`src/rtl/dcache_pkg.sv`:
```
// Data word format, banked array geometry and APB address split constants
`default_nettype none

package dcache_pkg;

    // ------------------------------------------------
    // Data word format
    // ------------------------------------------------

    // Width of one data word, matching the RV32 register width
    localparam int PORT_WIDTH = 32;

    // Width of one byte lane inside the word
    localparam int BYTE_WIDTH = 8;

    // Byte lanes per word, one write strobe bit for each
    localparam int PORT_BYTES = PORT_WIDTH / BYTE_WIDTH;

    // ------------------------------------------------
    // Array geometry
    // ------------------------------------------------

    // Number of 32-bit banks that make up the data array
    localparam int CACHE_CHIP = 4;

    // Bits that pick one bank out of CACHE_CHIP
    localparam int CHIP_ADDR = $clog2(CACHE_CHIP);

    // Word index inside one bank
    localparam int ADDR_WIDTH = 6;

    // Words held by each bank
    localparam int BANK_DEPTH = 2 ** ADDR_WIDTH;

    // ------------------------------------------------
    // APB byte address split
    // ------------------------------------------------

    // Byte offset bits at the bottom of the address, zero on an aligned access
    localparam int BYTE_OFFSET = $clog2(PORT_BYTES);

    // The bank select sits right above the byte offset so that
    // consecutive words land in consecutive banks
    localparam int CHIP_LSB = BYTE_OFFSET;

    // The word index inside the bank takes the remaining upper bits
    localparam int INDEX_LSB = BYTE_OFFSET + CHIP_ADDR;

    // Full byte address width seen on both APB buses (1 KiB window)
    localparam int APB_ADDR_WIDTH = BYTE_OFFSET + CHIP_ADDR + ADDR_WIDTH;

endpackage : dcache_pkg

`default_nettype wire

```
`src/rtl/dcache_port_if.sv`:
```
// Request and response bundle for one data array port, with requester and memory modports
`timescale 1ns/1ps
`default_nettype none

interface dcache_port_if;

    import dcache_pkg::*;

    // Bank picked by the low word-address bits
    logic [CHIP_ADDR-1:0]  chip_select;

    // Word index inside the selected bank
    logic [ADDR_WIDTH-1:0] address;

    // Store data and its byte lane enables
    logic [PORT_WIDTH-1:0] wdata;
    logic [PORT_BYTES-1:0] byte_write;

    // Single-cycle access strobes
    logic                  write;
    logic                  read;

    // Word from the bank, valid one cycle after read
    logic [PORT_WIDTH-1:0] rdata;

    // The bus side drives the request and waits for the data
    modport requester (
        output chip_select, address, wdata, byte_write, write, read,
        input  rdata
    );

    // The array side only answers with read data
    modport memory (
        input  chip_select, address, wdata, byte_write, write, read,
        output rdata
    );

endinterface : dcache_port_if

`default_nettype wire

```
`src/rtl/apb_load_port.sv`:
```
// APB read slave that issues array loads and completes after the bank latency
`timescale 1ns/1ps
`default_nettype none

module apb_load_port (
    input  logic                                 clk_i,
    input  logic                                 rst_i,

    // APB slave side, read-only bus
    input  logic                                 psel_i,
    input  logic                                 penable_i,
    input  logic [dcache_pkg::APB_ADDR_WIDTH-1:0] paddr_i,
    output logic                                 pready_o,
    output logic [dcache_pkg::PORT_WIDTH-1:0]     prdata_o,
    output logic                                 pslverr_o,

    // Request side of the array read-only port
    dcache_port_if.requester                     mem_o
);

    import dcache_pkg::*;

    // ------------------------------------------------
    // Access tracking
    // ------------------------------------------------

    logic access;
    logic aligned;

    // Set during the second access cycle, when the bank data is ready
    logic pending_q;

    // Alignment error of the transfer in flight
    logic error_q;

    assign access  = psel_i & penable_i;
    assign aligned = (paddr_i[BYTE_OFFSET-1:0] == '0);

    // The first access cycle arms the flag and the second clears it,
    // so each access phase lasts exactly two cycles
    always_ff @(posedge clk_i) begin
        if (rst_i) begin
            pending_q <= 1'b0;
            error_q   <= 1'b0;
        end else begin
            pending_q <= access & ~pending_q;
            if (access & ~pending_q) begin
                error_q <= ~aligned;
            end
        end
    end

    // ------------------------------------------------
    // Array request and response
    // ------------------------------------------------

    assign mem_o.chip_select = paddr_i[CHIP_LSB +: CHIP_ADDR];
    assign mem_o.address     = paddr_i[INDEX_LSB +: ADDR_WIDTH];

    // Load only in the first access cycle and never for a bad address
    assign mem_o.read = access & ~pending_q & aligned;

    // Store signals stay inactive on the load side
    assign mem_o.write      = 1'b0;
    assign mem_o.wdata      = '0;
    assign mem_o.byte_write = '0;

    // Completion in the second cycle with the registered bank word
    assign pready_o  = access & pending_q;
    assign pslverr_o = pready_o & error_q;

    // Error responses and idle cycles return zero data
    assign prdata_o = (pready_o & ~error_q) ? mem_o.rdata : '0;

    // The master keeps the access phase and its address until the
    // second cycle completes the transfer
    two_cycle_access : assert property (
        @(posedge clk_i) disable iff (rst_i)
        pending_q |-> psel_i && penable_i && $stable(paddr_i)
    );

endmodule : apb_load_port

`default_nettype wire

```
`src/flat_wrapper.sv`:
```
// flat-port wrapper written by rule: the top's interface ports become plain ports
module apb_load_port_flat import dcache_pkg::*;
  (clk_i, rst_i, psel_i, penable_i, paddr_i, pready_o, prdata_o, pslverr_o, mem_o_chip_select, mem_o_address, mem_o_wdata, mem_o_byte_write, mem_o_write, mem_o_read, mem_o_rdata);
  dcache_port_if mem_o_i ();
  input  logic clk_i;
  input  logic rst_i;
  input  logic psel_i;
  input  logic penable_i;
  input  logic [dcache_pkg::APB_ADDR_WIDTH-1:0] paddr_i;
  output logic pready_o;
  output logic [dcache_pkg::PORT_WIDTH-1:0] prdata_o;
  output logic pslverr_o;
  output wire logic [$bits(mem_o_i.chip_select)-1:0] mem_o_chip_select;
  output wire logic [$bits(mem_o_i.address)-1:0] mem_o_address;
  output wire logic [$bits(mem_o_i.wdata)-1:0] mem_o_wdata;
  output wire logic [$bits(mem_o_i.byte_write)-1:0] mem_o_byte_write;
  output wire logic [$bits(mem_o_i.write)-1:0] mem_o_write;
  output wire logic [$bits(mem_o_i.read)-1:0] mem_o_read;
  input wire logic [$bits(mem_o_i.rdata)-1:0] mem_o_rdata;
  assign mem_o_chip_select = mem_o_i.chip_select;
  assign mem_o_address = mem_o_i.address;
  assign mem_o_wdata = mem_o_i.wdata;
  assign mem_o_byte_write = mem_o_i.byte_write;
  assign mem_o_write = mem_o_i.write;
  assign mem_o_read = mem_o_i.read;
  assign mem_o_i.rdata = mem_o_rdata;
  apb_load_port u_core (.clk_i(clk_i), .rst_i(rst_i), .psel_i(psel_i), .penable_i(penable_i), .paddr_i(paddr_i), .pready_o(pready_o), .prdata_o(prdata_o), .pslverr_o(pslverr_o), .mem_o(mem_o_i));
endmodule
```
`config.mk`:
```
export PLATFORM = sky130hd
export DESIGN_NAME = apb_load_port_flat
export DESIGN_NICKNAME = d
export VERILOG_FILES = /design/src/rtl/dcache_pkg.sv /design/src/rtl/dcache_port_if.sv /design/src/rtl/apb_load_port.sv /design/src/flat_wrapper.sv
export SDC_FILE = /design/constraint.sdc
export NUM_CORES = 1
export LEC_CHECK = 0
export ABC_CLOCK_PERIOD_IN_PS = 1330
export BUFFER_PORTS_ARGS = -buffer_cell sky130_fd_sc_hd__clkbuf_2
export CAP_MARGIN = 15
export CORE_MARGIN = 10
export CORE_UTILIZATION = 26
export DETAILED_ROUTE_END_ITERATION = 12
export PLACE_DENSITY = 0.88
export RECOVER_POWER = 25
export SLEW_MARGIN = 0
export SYNTH_ARGS = -nofsm -noshare
export SYNTH_HDL_FRONTEND = slang
export SYNTH_SLANG_ARGS = --single-unit
```
`constraint.sdc`:
```
create_clock -name clk_i -period 1.33 [get_ports clk_i]
set_input_delay 0.133 -clock clk_i [delete_from_list [all_inputs] [get_ports clk_i]]
set_output_delay 0.133 -clock clk_i [all_outputs]
set_load 0.02 [all_outputs]
```
==> summary by stage <==
Clock tree
The clock passes through at most 2 buffers. The latest clock arrival within the worst-skew pair is 0.22 ns. The cell sitting at the root of the clock tree is a clkbuf_4.

Clock-pin slew was measured on the worst setup and hold paths at 0.03 ns. TritonCTS built the clock tree. The number of CTS-inserted buffers is 3. The number of hold buffers added after cts is 0. The H-tree depth reported by CTS is 1. The sink count of the clock tree is 2.

Min path
In this run the most critical hold path is launched from rst_i. The path class of the tightest hold or removal check is input pin to flip-flop. The worst hold path depth is 2.

The destination of the worst hold path is u_core.pending_q.

STA
The final hold violation count is 0. The upper clock frequency limit is 719.8 MHz. The worst clock skew on the final layout is 0.0001415 ns. The post-route minimum period is 1.389 ns. Setup repair after global routing could not meet its margin everywhere. The portion of the clock cycle consumed by the worst path in the final layout is 104.5%. The number of slew-limit violations in the final report is 0. The count of endpoints failing setup in the final report is 32. The minimum hold slack is 0.09238 ns.

The final setup TNS is -1.384 ns. The slack of the critical path is -0.05923 ns.

Place
Detailed placement ended at an HPWL of 2230 um. At the end of routability-driven placement, the weighted congestion stood at 0.6292. The number of placed instances with taps included is 183. Port buffering added 72 buffers.

Logic synthesis
The flip-flop and latch count after synthesis is 2. In this run, synthesis inferred 0 flip-flops with an integrated enable. The most used flip-flop cell after synthesis is dfxtp_1.

The most numerous cell in the Yosys netlist is buf_4. Synthesis produced 92 cells. After synthesis, the most frequently instantiated cells are buf_4, and2_1, and2_2. The average footprint of a synthesized cell is 7.507 sq um. The count of cell types in the netlist is 14.

The warning count from the yosys run is 0. Summing every instance area after synthesis gives 690.7 sq um. Summing the sequential cell areas from Yosys gives 5.797% of the chip area. The leading area contributor after synthesis is buf_4. The top cell type's share of synthesized area is 48.91%. The proportion of synthesized flip-flops having asynchronous set or reset is 0%. After synthesis, the cell types taking the most area are buf_4, and2_1, and2_2, dfxtp_1, buf_6.

Die
The site row count is 18. The floorplan step defined a die boundary enclosing 5118 sq um. The die is 71.54 um tall. The total I/O pin count is 126. The core region area is 2500 sq um. The floorplan step set the die width to 71.54 um.

The starting density of the core is 27.63%.

Setup path
The worst setup path is launched from a flip-flop. For the worst setup path, the data required time is 1.20 ns. The start-to-end type of the worst setup path is flip-flop to primary output. Measured in cells, the most critical reg-to-reg path has a length of 3.

The peak fanout along the critical path is 8. STA classifies the critical path endpoint as a primary output. The worst path arrival time is 1.26 ns. The reg-to-reg endpoint is u_core.error_q. Across all register-to-register paths, the minimum setup slack is 0.42 ns. The reg-to-reg critical path startpoint is u_core.pending_q.

Detailed routing
The routed via count divided by cell count is 3.916. After the first detailed-routing iteration, the DRC count stood at 4. For this block, the routed nets add up to 3073 um of wire.

For this run, design rule violations remaining after detail routing come to 0. The routed wire length per instance is 16.17 um. The first TritonRoute pass finished after 4 iterations.

The final antenna-violating net count is 0. The routed layout has 744 vias.

Status
The final reports fail on setup timing. The run finished, with violations left.

Global route
The residual overflow from global routing is 0. For this run, the total global-route usage over all layers was measured as 10.83%. The via count of the first global-routing pass is 864. The first global-routing pass estimated 4512 um of wire.

Entering global routing, the biggest net connects 9 pins. The number of antenna violations at the first check in global routing is 0.

Cells and area
Compared with the post-synthesis result, the final layout area differs by 84.96%. At the end of the flow, the number of nets in the layout was 208. Cells with a size suffix above 1 make up 70.00% of the layout.

The number of antenna diodes in the final layout is 0. The final cell utilization of the core is 51.10%. Leaving out filler cells and counting taps, the final layout contains 190.

Pwr
The design draws 432.0 uW. The worst ir drop on vdd is 0.0003689 V. Power spread over the standard cell area amounts to 338.1 nW/um^2. The leakage power figure is 0.7264 nW.

Flow run
Max-cap violations in this run came to 0.
[layout make-up]
class	instances	area (sq um)
clock buffers	3	22.52
fillers	250	1222
multi-input cells	81	519.2
flip-flops and latches	2	42.54
well taps	30	37.54
repair buffers	74	655.6
[cell usage in the layout, fill, tap and decap left out, types with 2 or more instances in the layout]
cell type,instances
clkbuf_2,39
conb_1,37
clkbuf_8,32
and2_4,28
and4b_4,4
and2_1,4
clkbuf_4,3
buf_4,2
dfxtp_2,2
[state kept, by name, summed over array words and instances (netlist names)]
signal and flops:
u_core.error_q 1, u_core.pending_q 1
[where the power goes]
| part | leakage (nW) | internal (mW) | switching, mW |
|---|---|---|---|
| clock network | 0.0138 | 0.0995 | 0.0341 |
| logic | 0.695 | 0.0822 | 0.147 |
| registers | 0.0172 | 0.0647 | 0.00409 |
| total | 0.726 | 0.246 | 0.186 |
[worst max-delay path: stages, from the launching register on]
cell	delay, ns
dfxtp_2	0.32
and4b_4	0.40
and2_4	0.16
clkbuf_8	0.14
[how the worst max path moves through the flow]
| stage | cells past startpoint | start | slack [ns] | to |
|---|---|---|---|---|
| after CTS | 3 | u_core.error_q | -0.08 | prdata_o[28] |
| after floorplan | 3 | u_core.error_q | 0.22 | prdata_o[10] |
| after global routing | 3 | u_core.error_q | -0.12 | prdata_o[30] |
| final | 3 | u_core.error_q | -0.06 | prdata_o[24] |
| after global placement | 3 | u_core.error_q | 0.06 | prdata_o[3] |
| after detailed placement | 3 | u_core.error_q | 0.05 | prdata_o[3] |
[what timing repair did]
item                       CTS  global route
pin swaps                   11             0
gates resized for setup     85            13
cloned                       3             0
setup endpoints to repair   32            33
setup buffers                0             1
[cell families after synthesis]
logic type,after synthesis,share of synthesized area [%]
buffers and inverters,48,53.80
DFF,2,5.797
other,1,0.5430
and+or+nand+nor,39,37.32
AOI/OAI and AO/OA,1,1.087
muxes,1,1.449
[metal layers]
metal | vias to the layer above | wire length [um] | part of all wire [%] | global-route usage (%)
met5 | - | 0 | 0 | 0
met4 | 0 | 38 | 1.2 | 4.086
met3 | 4 | 411 | 13 | 6.061
met2 | 67 | 1532 | 50 | 18.92
met1 | 331 | 1091 | 36 | 10.38
li1 | 342 | - | - | -
[through the flow]
stage	worst slack (ns)	area [sq um]
6_report	-0.05923	1277
3_5_place_dp	0.04959	859.6
5_1_grt	-0.1224	1277
4_1_cts	-0.07696	1244
3_3_place_gp	0.05989	859.6
2_1_floorplan	0.2186	825.8
Power figures use the tool's default switching activity.
